**config.mk**
```make
export PLATFORM = sky130hd
export DESIGN_NAME = io_tx_buffer
export DESIGN_NICKNAME = d
export VERILOG_FILES = /design/src/hdl/io_map_pkg.sv /design/src/hdl/io_tx_buffer.sv
export SDC_FILE = /design/constraint.sdc
export NUM_CORES = 1
export LEC_CHECK = 0
export BUFFER_PORTS_ARGS = -buffer_cell sky130_fd_sc_hd__buf_2
export CAP_MARGIN = 20
export CORE_MARGIN = 10
export CORE_UTILIZATION = 47
export DETAILED_ROUTE_END_ITERATION = 8
export PLACE_DENSITY = 0.67
export SLEW_MARGIN = 5
export SYNTH_ARGS = -nofsm -noshare
export SYNTH_HDL_FRONTEND = slang
export SYNTH_SLANG_ARGS = --single-unit
```
**constraint.sdc**
```tcl
create_clock -name clk -period 6.01 [get_ports clk]
set_clock_uncertainty 0.1 [all_clocks]
set_input_delay 1.803 -clock clk [delete_from_list [all_inputs] [get_ports clk]]
set_output_delay 1.803 -clock clk [all_outputs]
set_load 0.1 [all_outputs]
```
**src/hdl/io_map_pkg.sv**
```systemverilog
package io_map_pkg;

    // Byte output port, data word at +0, last byte of a message at +4
    localparam logic [31:0] IO_TX_ADDR = 32'h0000_1000;

    typedef struct packed {
        logic       last;
        logic [7:0] data;
    } io_byte_t;

endpackage

```
**src/hdl/io_tx_buffer.sv**
```systemverilog
`timescale 1ns/1ps

module io_tx_buffer #(
    parameter int IO_DEPTH = 4
) (
    input  logic                 clk,
    input  logic                 reset,
    input  logic                 push,
    input  io_map_pkg::io_byte_t push_byte,
    output logic                 full,
    output logic                 io_req,
    input  logic                 io_ack,
    output io_map_pkg::io_byte_t io_data
);
    localparam int PW = $clog2(IO_DEPTH);

    typedef enum logic {HS_SEND, HS_RELEASE} hs_state_e;

    io_map_pkg::io_byte_t fifo [IO_DEPTH];
    logic [PW:0] wr_ptr;
    logic [PW:0] rd_ptr;
    logic        empty;
    hs_state_e   state;

    assign empty = (wr_ptr == rd_ptr);
    assign full  = (wr_ptr == {~rd_ptr[PW], rd_ptr[PW-1:0]});

    always_ff @(posedge clk) begin
        if (push)
            fifo[wr_ptr[PW-1:0]] <= push_byte;
    end

    // ############################
    // Four-phase handshake

    always_ff @(posedge clk) begin
        if (reset) begin
            wr_ptr <= '0;
            rd_ptr <= '0;
            io_req <= 1'b0;
            state  <= HS_SEND;
        end else begin
            if (push)
                wr_ptr <= wr_ptr + 1'b1;
            case (state)
                HS_SEND: begin
                    if (!io_req && !empty && !io_ack) begin
                        io_data <= fifo[rd_ptr[PW-1:0]]; // Head leaves the FIFO here
                        rd_ptr  <= rd_ptr + 1'b1;
                        io_req  <= 1'b1;
                    end else if (io_req && io_ack) begin
                        io_req <= 1'b0;
                        state  <= HS_RELEASE;
                    end
                end
                HS_RELEASE: if (!io_ack) state <= HS_SEND; // Wait for ack low
                default:    state <= HS_SEND;
            endcase
        end
    end

    no_push_when_full: assert property (
        @(posedge clk) disable iff (reset) !(push && full)
    ) else $error("io_tx_buffer: push while full");

    // The receiver answers only a pending request
    ack_only_with_req: assert property (
        @(posedge clk) disable iff (reset) $rose(io_ack) |-> io_req
    ) else $error("io_tx_buffer: ack rose without req");

endmodule

```
-- Word level (Yosys, flattened, before mapping)
Memory sizes are Yosys's and may differ from the RTL's. A register that Yosys moved wholly into a read port is not among the register bits.
Cells that the tools add are included.
W data, S select, Z words.
- flip-flop bits (word level): 8
- bits in writable memories: 36
- memories: 1
- add/sub/neg operators: 2
- equal/unequal tests: 2
- muxes and demuxes: 8
- bitwise logic cells: 3
- reductions and logical operators: 10
- memory list (name ; depth ; width ; rd ports ; clocked after Yosys merged registers in ; wr ports ; RTL line ; text):
    fifo ; 4 ; 9 ; 1 ; 1 ; 1 ; io_tx_buffer.sv:19 ; io_map_pkg::io_byte_t fifo [IO_DEPTH];
- operators with widths (operator ; count):
    $mux W1 ; 7
    $add A3 B1 Y3 const B ; 2
    $eq A3 B3 Y1 ; 2
    $reduce_and A2 Y1 ; 2
    $logic_and A1 B1 Y1 ; 3
    $logic_not A1 Y1 ; 3
    $not A1 Y1 ; 3
    $reduce_and A3 Y1 ; 1
    $pmux W1 S2 ; 1
    $reduce_bool A2 Y1 ; 1

-- Depth between registers and ports, before layout
- depth in word-level cells: 6
- depth in mapped cells: 4
- gate-level depth less buffers: 4

-- Worst setup path before layout
Ideal clock, no wire load.
- path type: reg-to-output
- start: register wr_ptr[0]
- end: output full
- arrival time: 1.933 ns
- required time: 4.107 ns
- setup slack: 2.174 ns
- stages on the path, launching flop included: 4
- buffers on the path: 0
- cells stage by stage: dfxtp_1 xnor2_2 nand2_2 nor2_1
- cells in the longest elaborated chain, start to end: 1
- ends and longest elaborated chain (what ; RTL line ; text):
    start: declaration ; io_tx_buffer.sv:20 ; logic [PW:0] wr_ptr;
    start signal: assignment ; io_tx_buffer.sv:44 ; wr_ptr <= wr_ptr + 1'b1;
    $eq A3 B3 Y1 ; io_tx_buffer.sv:26 ; assign full = (wr_ptr == {~rd_ptr[PW], rd_ptr[PW-1:0]});
    end: declaration ; io_tx_buffer.sv:10 ; output logic full,
Every way passes these cells.

-- Final worst setup path
- start: register rd_ptr[0]
- end: output full
- cells in the longest elaborated chain, start to end: 1
- ends and longest elaborated chain (what ; RTL line ; text):
    start: declaration ; io_tx_buffer.sv:21 ; logic [PW:0] rd_ptr;
    start signal: assignment ; io_tx_buffer.sv:49 ; rd_ptr <= rd_ptr + 1'b1;
    $eq A3 B3 Y1 ; io_tx_buffer.sv:26 ;
Every way passes these cells.

==> summary.txt <==
Run status
  – Outcome: complete, no violations

Setup path
  – Crit path required time: 4.11 ns
  – Critical path class: flop to output pin
  – Critical path's slowest cell: dfxtp_1
  – CP bufs+invs: 1
  – CP max stage delay: 0.86 ns
  – Critical path fanouts, max: 12
  – Crit end category: output pin
  – Worst Path Arrival: 2.03 ns
  – CP Cell Sequence: xnor2_2, nand2_2, nor2_1, buf_2
  – Critical path's top delay family: flip-flops
  – Startpoint types: flop

Final layout
  – Final net count: 151
  – Layout area overhead: 12.4%
  – Fin area: 2280 µm²
  – Filler cells: 342
  – ANT cells: 0
  – Layout cell share with drive strength beyond 1: 32.1%

Timing
  – Hold Violations, Final: 0
  – Max Clock Freq: 254 MHz
  – Final setup fails: 0
  – RSZ-0062 raised after global routing: no
  – Slew @ Worst Pin: 0.817 ns
  – Crit share post-route: 65.5%
  – TNS Setup: 0 ns
  – Final worst path period need: 3.93 ns
  – Max Slew Vio Count: 0
  – Slew HR: 45.5%

Die
  – Placement row count: 23
  – # IOs: 24
  – Initial Util: 49.7%
  – Die width: 85.8 µm
  – Core area: 4090 µm²
  – Die Span Y: 85.8 µm
  – Die area: 7350 µm²

Route
  – DRC Markers: 0
  – Final Routed Wirelength: 3.39 mm
  – Wire per inst: 18.4 µm
  – Initial drt markers: 51
  – Vias per cell: 5.29
  – Final ANT Viol Nets: 0
  – Vias after detailed routing: 973
  – Total iterations of the first detailed-routing run: 4

Pwr
  – Worst VDD drop: 0.157 mV
  – Pwr Total: 0.781 mW
  – LEAKAGE: 0.779 nW
  – Power Dens Cells: 342 nW/µm²

Place
  – HPWL Detailed: 2.39 mm
  – I/O Buffers: 23
  – DP Area: 2200 µm²
  – GP Congestion: 0.778

GRT
  – Antenna violations before repair: 0
  – Total gr overflow: 0
  – Global-route wire length before repair: 5.35 mm
  – Tot GR Track Use: 9.62%
  – Vias in the first global route: 1048
  – Largest net degree at the start of global routing: 17

Clocking
  – TritonCTS Buffers: 5
  – PostCTS Resize Cnt: 0
  – Clock sinks: 53
  – Root Driver: clkbuf_8
  – CTS tree: built
  – H-tree depth: 2
  – Clock-pin slew on the worst setup and hold paths: 0.09 ns
  – Clock buffer depth: 2
  – Cts hold-fix bufs: 0
  – Clk_lat worst skew: 0.31 ns
  – Total setup buffers inserted after CTS: 0

Synth
  – Syn Area/Cell: 19.2 µm²
  – Mapped Cells: 106
  – Mapped Nets: 124
  – Ys Warns: 0
  – Seq/Total Area, Yosys: 74.4%
  – Cell variety after synth: 22
  – Synth Register Bits: 53
  – Post-Syn Area: 2030 µm²

Job
  – Max-cap violations: 0

Min path
  – Hold WC Path Type: flop to flop
## synth_stat cells
| cell type | number | area [µm²] |
|---|---|---|
| and2_1 | 4 | 25.0 |
| nor2b_1 | 2 | 12.5 |
| nand2_2 | 1 | 6.26 |
| mux4_2 | 9 | 203 |
| nand3b_1 | 1 | 7.51 |
| clkbuf_1 | 2 | 7.51 |
| or3_1 | 2 | 12.5 |
| nor2_1 | 8 | 30.0 |
| a31oi_1 | 2 | 12.5 |
| edfxtp_1 | 45 | 1350 |
| inv_1 | 3 | 11.3 |
| dfxtp_1 | 8 | 160 |
| mux2i_1 | 2 | 20.0 |
| or3b_1 | 1 | 8.76 |
| ha_1 | 5 | 62.6 |
| xnor2_1 | 4 | 35.0 |
| nand2_1 | 1 | 3.75 |
| buf_2 | 1 | 5.00 |
| xnor2_2 | 2 | 32.5 |
| nor3_1 | 1 | 5.00 |
| a31oi_2 | 1 | 12.5 |
| nor3b_1 | 1 | 7.51 |
## registers in the layout, summed over array words and instances, names as in the netlist
| name | cells |
|---|---|
| fifo | 36 |
| io_data | 9 |
| rd_ptr | 3 |
| wr_ptr | 3 |
| io_req | 1 |
| state | 1 |
## metrics by stage
stage               worst slack, ns  instances  hold WS, ns  utilization, %
floorplan                      2.17        106        0.367               -
CTS                            2.03        184        0.410            55.9
global placement               2.38        176        0.385            53.8
detailed placement             2.33        176        0.397            53.8
global route                   1.92        184        0.452            55.9
finish                         2.08        184        0.415            55.9
## layer usage
layer / vias to the layer above / track usage (%) / share of wire (%)
met5: - / 0 / 0
met4: 0 / 4.79 / 2.7
met3: 10 / 3.78 / 4.3
met2: 20 / 15.9 / 52
met1: 487 / 10.6 / 41
li1: 456 / - / -
## worst min-delay path, delay by kind of cell (launching register included)
family          cells  cell delay [ns]
compound gates      1             0.06
flops               1             0.35
simple gates        1             0.06
## where the power goes
part	switching, mW	internal (mW)
Sequential	0.0237	0.427
Clock	0.113	0.0807
Combinational	0.0856	0.0504
## kinds of logic (layout without fill, tap and decap cells)
logic type               Yosys count  after routing  synth area share, %
multiplexers                      11             11                 11.0
AO/OA/AOI/OAI                      3              3                 1.23
flip-flops                        53             53                 74.4
buffers and inverters              6             34                 1.17
adder cells (fa/ha/maj)            5              5                 3.08
AND/OR/NAND/NOR                   22             22                 5.85
XOR/XNOR                           6              6                 3.32
## area by class of cell
type | instances | area (µm²) | area share (%)
clock buffer | 5 | 68.8 | 3.01
multi-input combinational | 47 | 497 | 21.8
clock inverter | 3 | 17.5 | 0.767
timing repair buffer | 23 | 115 | 5.04
tap | 50 | 62.6 | 2.74
inverter | 3 | 11.3 | 0.493
sequential | 53 | 1510 | 66.2
## layout by cell type (no fill, tap or decap), drive strengths merged
| cell type | count |
|---|---|
| or3 | 2 |
| clkbuf | 5 |
| mux2i | 2 |
| nand2 | 2 |
| xnor2 | 6 |
| nor3b | 1 |
| mux4 | 9 |
| nor3 | 1 |
| or3b | 1 |
| inv | 3 |
| a31oi | 3 |
| edfxtp | 45 |
| and2 | 4 |
| nor2 | 8 |
| ha | 5 |
| dfxtp | 8 |
| nand3b | 1 |
| clkinv | 3 |
| nor2b | 2 |
| buf | 23 |
## final timing paths
path	end	depth (start not counted)	from	slack [ns]
worst max-delay path	full	4	rd_ptr[0]	2.08
worst min-delay path	rd_ptr[2]	2	rd_ptr[2]	0.41
worst max register to register	io_data[5]	3	rd_ptr[0]	3.59
worst min register to register	rd_ptr[2]	2	rd_ptr[2]	0.41
No activity file was read; power rests on OpenSTA's default activity.
