$ cat src/hdl/rv_isa_pkg.sv
package rv_isa_pkg;

    // Major opcodes of the supported RV32I subset
    typedef enum logic [6:0] {
        OP_LUI    = 7'b0110111,
        OP_IMM    = 7'b0010011,
        OP_REG    = 7'b0110011,
        OP_LOAD   = 7'b0000011,
        OP_STORE  = 7'b0100011,
        OP_BRANCH = 7'b1100011,
        OP_JAL    = 7'b1101111,
        OP_JALR   = 7'b1100111
    } opcode_e;

    typedef enum logic [3:0] {
        ADD    = 4'd0,
        SUB    = 4'd1,
        AND    = 4'd2,
        OR     = 4'd3,
        XOR    = 4'd4,
        SLT    = 4'd5,
        SLL    = 4'd6,
        SRL    = 4'd7,
        PASS_B = 4'd8
    } alu_op_e;

    // Everything stage two and three need to know about one instruction
    typedef struct packed {
        logic [4:0]  rs1;
        logic [4:0]  rs2;
        logic [4:0]  rd;
        logic [31:0] imm;
        alu_op_e     alu_op;
        logic        use_imm;
        logic        use_pc;    // Operand a is the PC
        logic        reg_write;
        logic        mem_read;
        logic        mem_write;
        logic        branch;
        logic        branch_ne; // bne instead of beq
        logic        jump;
        logic        jalr;
        logic        link;      // Write back PC+4
    } decoded_t;

endpackage

$ cat src/hdl/decoder.sv
`timescale 1ns/1ps

module decoder (
    input  logic [31:0]           instr,
    output rv_isa_pkg::decoded_t  dec
);
    rv_isa_pkg::opcode_e opcode;
    rv_isa_pkg::alu_op_e arith_op;
    logic [2:0]          funct3;
    logic                legal;

    assign opcode = rv_isa_pkg::opcode_e'(instr[6:0]);
    assign funct3 = instr[14:12];

    // Shared by register and immediate arithmetic
    always_comb begin
        case (funct3)
            3'b000:  arith_op = (opcode == rv_isa_pkg::OP_REG && instr[30]) ?
                                rv_isa_pkg::SUB : rv_isa_pkg::ADD;
            3'b001:  arith_op = rv_isa_pkg::SLL;
            3'b010:  arith_op = rv_isa_pkg::SLT;
            3'b100:  arith_op = rv_isa_pkg::XOR;
            3'b101:  arith_op = rv_isa_pkg::SRL;
            3'b110:  arith_op = rv_isa_pkg::OR;
            3'b111:  arith_op = rv_isa_pkg::AND;
            default: arith_op = rv_isa_pkg::ADD;
        endcase
    end

    always_comb begin
        dec     = '0;
        dec.rs1 = instr[19:15];
        dec.rs2 = instr[24:20];
        dec.rd  = instr[11:7];
        legal   = 1'b1;
        case (opcode)
            rv_isa_pkg::OP_LUI: begin
                dec.imm       = {instr[31:12], 12'b0};
                dec.alu_op    = rv_isa_pkg::PASS_B;
                dec.use_imm   = 1'b1;
                dec.reg_write = 1'b1;
            end
            rv_isa_pkg::OP_IMM: begin
                dec.imm       = {{20{instr[31]}}, instr[31:20]};
                dec.alu_op    = arith_op;
                dec.use_imm   = 1'b1;
                dec.reg_write = 1'b1;
            end
            rv_isa_pkg::OP_REG: begin
                dec.alu_op    = arith_op;
                dec.reg_write = 1'b1;
            end
            rv_isa_pkg::OP_LOAD: begin
                dec.imm       = {{20{instr[31]}}, instr[31:20]};
                dec.use_imm   = 1'b1;
                dec.reg_write = 1'b1;
                dec.mem_read  = 1'b1;
            end
            rv_isa_pkg::OP_STORE: begin
                dec.imm       = {{20{instr[31]}}, instr[31:25], instr[11:7]};
                dec.use_imm   = 1'b1;
                dec.mem_write = 1'b1;
            end
            rv_isa_pkg::OP_BRANCH: begin
                dec.imm       = {{19{instr[31]}}, instr[31], instr[7],
                                 instr[30:25], instr[11:8], 1'b0};
                dec.alu_op    = rv_isa_pkg::SUB;
                dec.branch    = 1'b1;
                dec.branch_ne = funct3[0];
            end
            rv_isa_pkg::OP_JAL: begin
                dec.imm       = {{11{instr[31]}}, instr[31], instr[19:12],
                                 instr[20], instr[30:21], 1'b0};
                dec.use_imm   = 1'b1;
                dec.use_pc    = 1'b1;
                dec.reg_write = 1'b1;
                dec.jump      = 1'b1;
                dec.link      = 1'b1;
            end
            rv_isa_pkg::OP_JALR: begin
                dec.imm       = {{20{instr[31]}}, instr[31:20]};
                dec.use_imm   = 1'b1;
                dec.reg_write = 1'b1;
                dec.jump      = 1'b1;
                dec.jalr      = 1'b1;
                dec.link      = 1'b1;
            end
            default: legal = 1'b0; // Bubble
        endcase
    end

    // Squashed or unloaded slots may hold X, only real words are checked
    always_comb begin
        assert #0 (legal || $isunknown(instr))
            else $warning("decoder: unsupported opcode %b", instr[6:0]);
    end

endmodule

$ cat config.mk
export PLATFORM = sky130hd
export DESIGN_NAME = decoder
export DESIGN_NICKNAME = d
export VERILOG_FILES = /design/src/hdl/rv_isa_pkg.sv /design/src/hdl/decoder.sv
export SDC_FILE = /design/constraint.sdc
export NUM_CORES = 1
export LEC_CHECK = 0
export ABC_AREA = 1
export BUFFER_PORTS_ARGS = -buffer_cell sky130_fd_sc_hd__clkbuf_2
export CORE_MARGIN = 1.5
export CORE_UTILIZATION = 42
export DETAILED_ROUTE_END_ITERATION = 6
export GPL_TIMING_DRIVEN = 0
export PLACE_DENSITY = 0.87
export SLEW_MARGIN = 20
export SYNTH_ARGS = -nofsm -noshare
export SYNTH_HDL_FRONTEND = slang
export SYNTH_SLANG_ARGS = --single-unit
$ cat constraint.sdc
create_clock -name vclk -period 1.8
set_input_delay 0.09 -clock vclk [all_inputs]
set_output_delay 0.09 -clock vclk [all_outputs]
set_load 0.01 [all_outputs]
Word level (Yosys, flattened, before mapping) --
Index checks and enable logic that the tools add are counted.
Storage, ports and cells: word-level logic and storage cells 33, output and inout port bits 61, register bits 0, bits of input ports 32
Cells by class: reduce and logical (&&, ||, !) cells 7, multiplexer cells 12, equality and inequality tests 14
Operator list (count):
- one-hot mux 32 bit (5 select lines) | 1
- == test 7 x 6 -> 1 bit, second input constant | 3
- == test 7 bit, second input constant | 3
- one-hot mux 3 bit (7 select lines) | 1
- == test 3 bit, second input constant | 4
- one-hot mux 4 bit (3 select lines) | 1
- OR reduction 6 bit | 2
- 2-to-1 mux 1 bit | 8
- == test 7 x 2 -> 1 bit, second input constant | 1
- == test 7 x 5 -> 1 bit, second input constant | 1
- OR reduction 2 bit | 2
- == test 3 x 1 -> 1 bit, second input constant | 1
- == test 3 x 2 -> 1 bit, second input constant | 1
- zero test 3 bit | 1
- OR reduction 3 bit | 1
- 2-to-1 mux 2 bit | 1
- logical AND 1 bit | 1

Depth between registers and ports, before layout --
word-level depth 5, depth in mapped cells 8, depth with buffers taken out 7

Worst setup path before layout --
OpenSTA, ideal clock, no wires.
path type input to output, from input port instr[2], to output port dec[34] (netlist name), arrival time 0.867 ns, path buffers 1, data required time 1.710 ns, stages 8, setup slack 0.843 ns, cells stage by stage inv_1 nand2_2 nor2_8 nand2_2 nand3_2 nand2_4 buf_6 nand4_1
RTL lines:
- start: declaration | RTL line decoder.sv:4 | input logic [31:0] instr,
- end: declaration | RTL line decoder.sv:5 | output rv_isa_pkg::decoded_t dec

==> impl_metrics.yaml <==
final_layout:
  syn_to_final_growth_pct: 50.8
  regArea_um2: 0
  n_antenna_cell: 0
  final_core_util_pct: 67.1
  n_clock_buffer: 0
  layout_common_cells: "93 x clkbuf_2, 50 x nand2_1, 18 x inv_1, 17 x buf_4, 13 x nand4_1"
  nNetsFinal: 296
  layout-drive-gt1-share_pct: 55.3
  mostFrequentLayoutCell: "clkbuf_2"
  numSequentialCells: 0
worst_hold_path:
  hold_start: "instr[15]"
  hold_path_class: "in2out"
  worstHoldEndpoint: "dec[56]"
  whs_path_depth: 3
clocking:
  ctsResizeCount: 0
  post_cts_buffers: 0
  cts_hold_buf: 0
die:
  rows: 17
  die-area_um2: 2640
  initial_core_util_pct: 44.5
  core_area_um2: 2210
  dieWidth_um: 51.4
  fp.dieH_um: 51.4
  ios: 93
synthesis:
  synth_mux_area_share_pct: 0
  synthSimpleGateAreaFrac_pct: 56.4
  synth_compound_area_share_pct: 15.5
  netlist_instances: 169
  yosysUniqueCellTypes: 24
  synthAdderAreaFrac_pct: 0
  yosys_warnings: 0
  synth.net_count: 201
  synth_xor_area_share_pct: 0
  seq_area_frac_synth_pct: 0
  synthesis.area_um2: 985
  syn_area_per_cell_um2: 5.83
  synth_top_family_by_area: "simple AND/OR/NAND/NOR gates"
pwr:
  total_power_w: 0.000191
  power.leakage_nw: 1.07
  ir_worst_vdd_mv: 0.0822
  powerDensity_nw_per_um2: 129
worst_setup_path:
  crit_fanout: 10
  worstSetupPathType: "in2out"
  required_ns: 1.71
  cp-start-kind: "input pin"
  crit_arrival_ns: 1.19
  end_kind: "output port"
detailed_routing:
  drt_wl_total_mm: 2.92
  vias: 1389
  vias_per_cell: 4.79
  drc: 0
  drt_first_iter_violations: 25
  post_drt_wl_per_cell_um: 10.1
  ant_nets: 0
  firstDrtPassIters: 4
grt:
  antenna_found_initial: 0
  gr-total-overflow: 0
  grt_usage_pct: 21.3
  grt_pass1_vias: 1035
  grt_max_degree: 11
  grt_first_pass_wirelength_mm: 4.55
timing:
  timing.hold.ws_ns: 0.468
  fin_setup_tns_ns: 0
  slew_violations: 0
  timing.final.crit_share_pct: 71.1
  fin_ws_ns: 0.520
  min_period_ns: 1.28
  tightest_slew_ns: 0.270
  fmax_mhz: 781
  setup_violations: 0
  hold_viol: 0
  slew_headroom_pct: 81.9
  rsz0062_at_grt: "false"
run_status:
  status: "complete, no violations"
place:
  gp_congestion: 0.797
  io_buffers: 93
  dp_hpwl_mm: 2.50
  pre_cts_ws_ns: 0.525
flow_run:
  max-cap-violations: 0
## power breakdown
part / internal (W) / leakage (nW) / switching [W] / total, W
Combinational: 0.0000895 / 1.07 / 0.000102 / 0.000191
Sequential: 0 / 0 / 0 / 0
Clock: 0 / 0 / 0 / 0
## area by class of cell
class / count / area, µm²
timing repair buffer: 93 / 465
fill: 230 / 727
tap: 28 / 35.0
buffer: 24 / 194
multi-input combinational: 123 / 708
inverter: 22 / 82.6
## cells by family (layout without fill, tap and decap cells)
kind of cell,after synthesis,in the layout
AOI/OAI and AO/OA,22,22
and+or+nand+nor,101,101
buffers and inverters,46,139
## critical path, stage by stage
cell and delay (ns):
clkbuf_2 0.13, inv_1 0.08, nand3_1 0.20, nor2_4 0.25, buf_6 0.16, nand2_1 0.05
nand4_1 0.08, clkbuf_2 0.14
## per-layer routing
layer / track usage [%] / vias to the layer above / wire length [µm]
met2: 41.0 / 57 / 1490
met4: 0.439 / 0 / 0
met5: 0 / - / 0
met1: 27.2 / 613 / 1200
met3: 1.17 / 0 / 229
li1: - / 719 / -
## worst max-delay path by stage
stage                     startpoint      end  slack (ns)  depth (start not counted)
after floorplan             instr[2]  dec[34]        0.84                          8
after global placement      instr[2]  dec[40]        0.54                          8
after detailed placement    instr[6]  dec[44]        0.53                          8
after CTS                   instr[6]  dec[42]        0.52                          8
after global routing        instr[4]  dec[20]        0.31                          9
final                       instr[6]  dec[44]        0.52                          8
## synth_stat cells
cell type | instances | share of area [%]
o21ai_1 | 5 | 2.5
o21ai_0 | 4 | 2.0
nor3_2 | 1 | 1.0
nand4_1 | 13 | 8.3
a21oi_1 | 1 | 0.51
buf_6 | 5 | 5.7
nand2_1 | 50 | 19
buf_2 | 2 | 1.0
nor2_1 | 8 | 3.0
a21boi_0 | 6 | 4.6
inv_1 | 18 | 6.9
nand2_4 | 3 | 3.4
o21a_1 | 1 | 0.76
o21ai_2 | 3 | 2.7
buf_4 | 17 | 13
o21ai_4 | 1 | 1.7
a211oi_1 | 1 | 0.76
nand3_2 | 9 | 9.1
nand3_1 | 8 | 4.1
nand2_2 | 3 | 1.9
nor2_4 | 3 | 3.4
nor3_1 | 2 | 1.0
nor2_8 | 1 | 2.0
inv_2 | 4 | 1.5
## metrics by stage
step,cell area [µm²],std cells
floorplan,985,169
global placement,1490,290
detailed placement,1490,290
CTS,1490,290
global route,1490,290
finish,1490,290
Power figures use the tool's default switching activity.
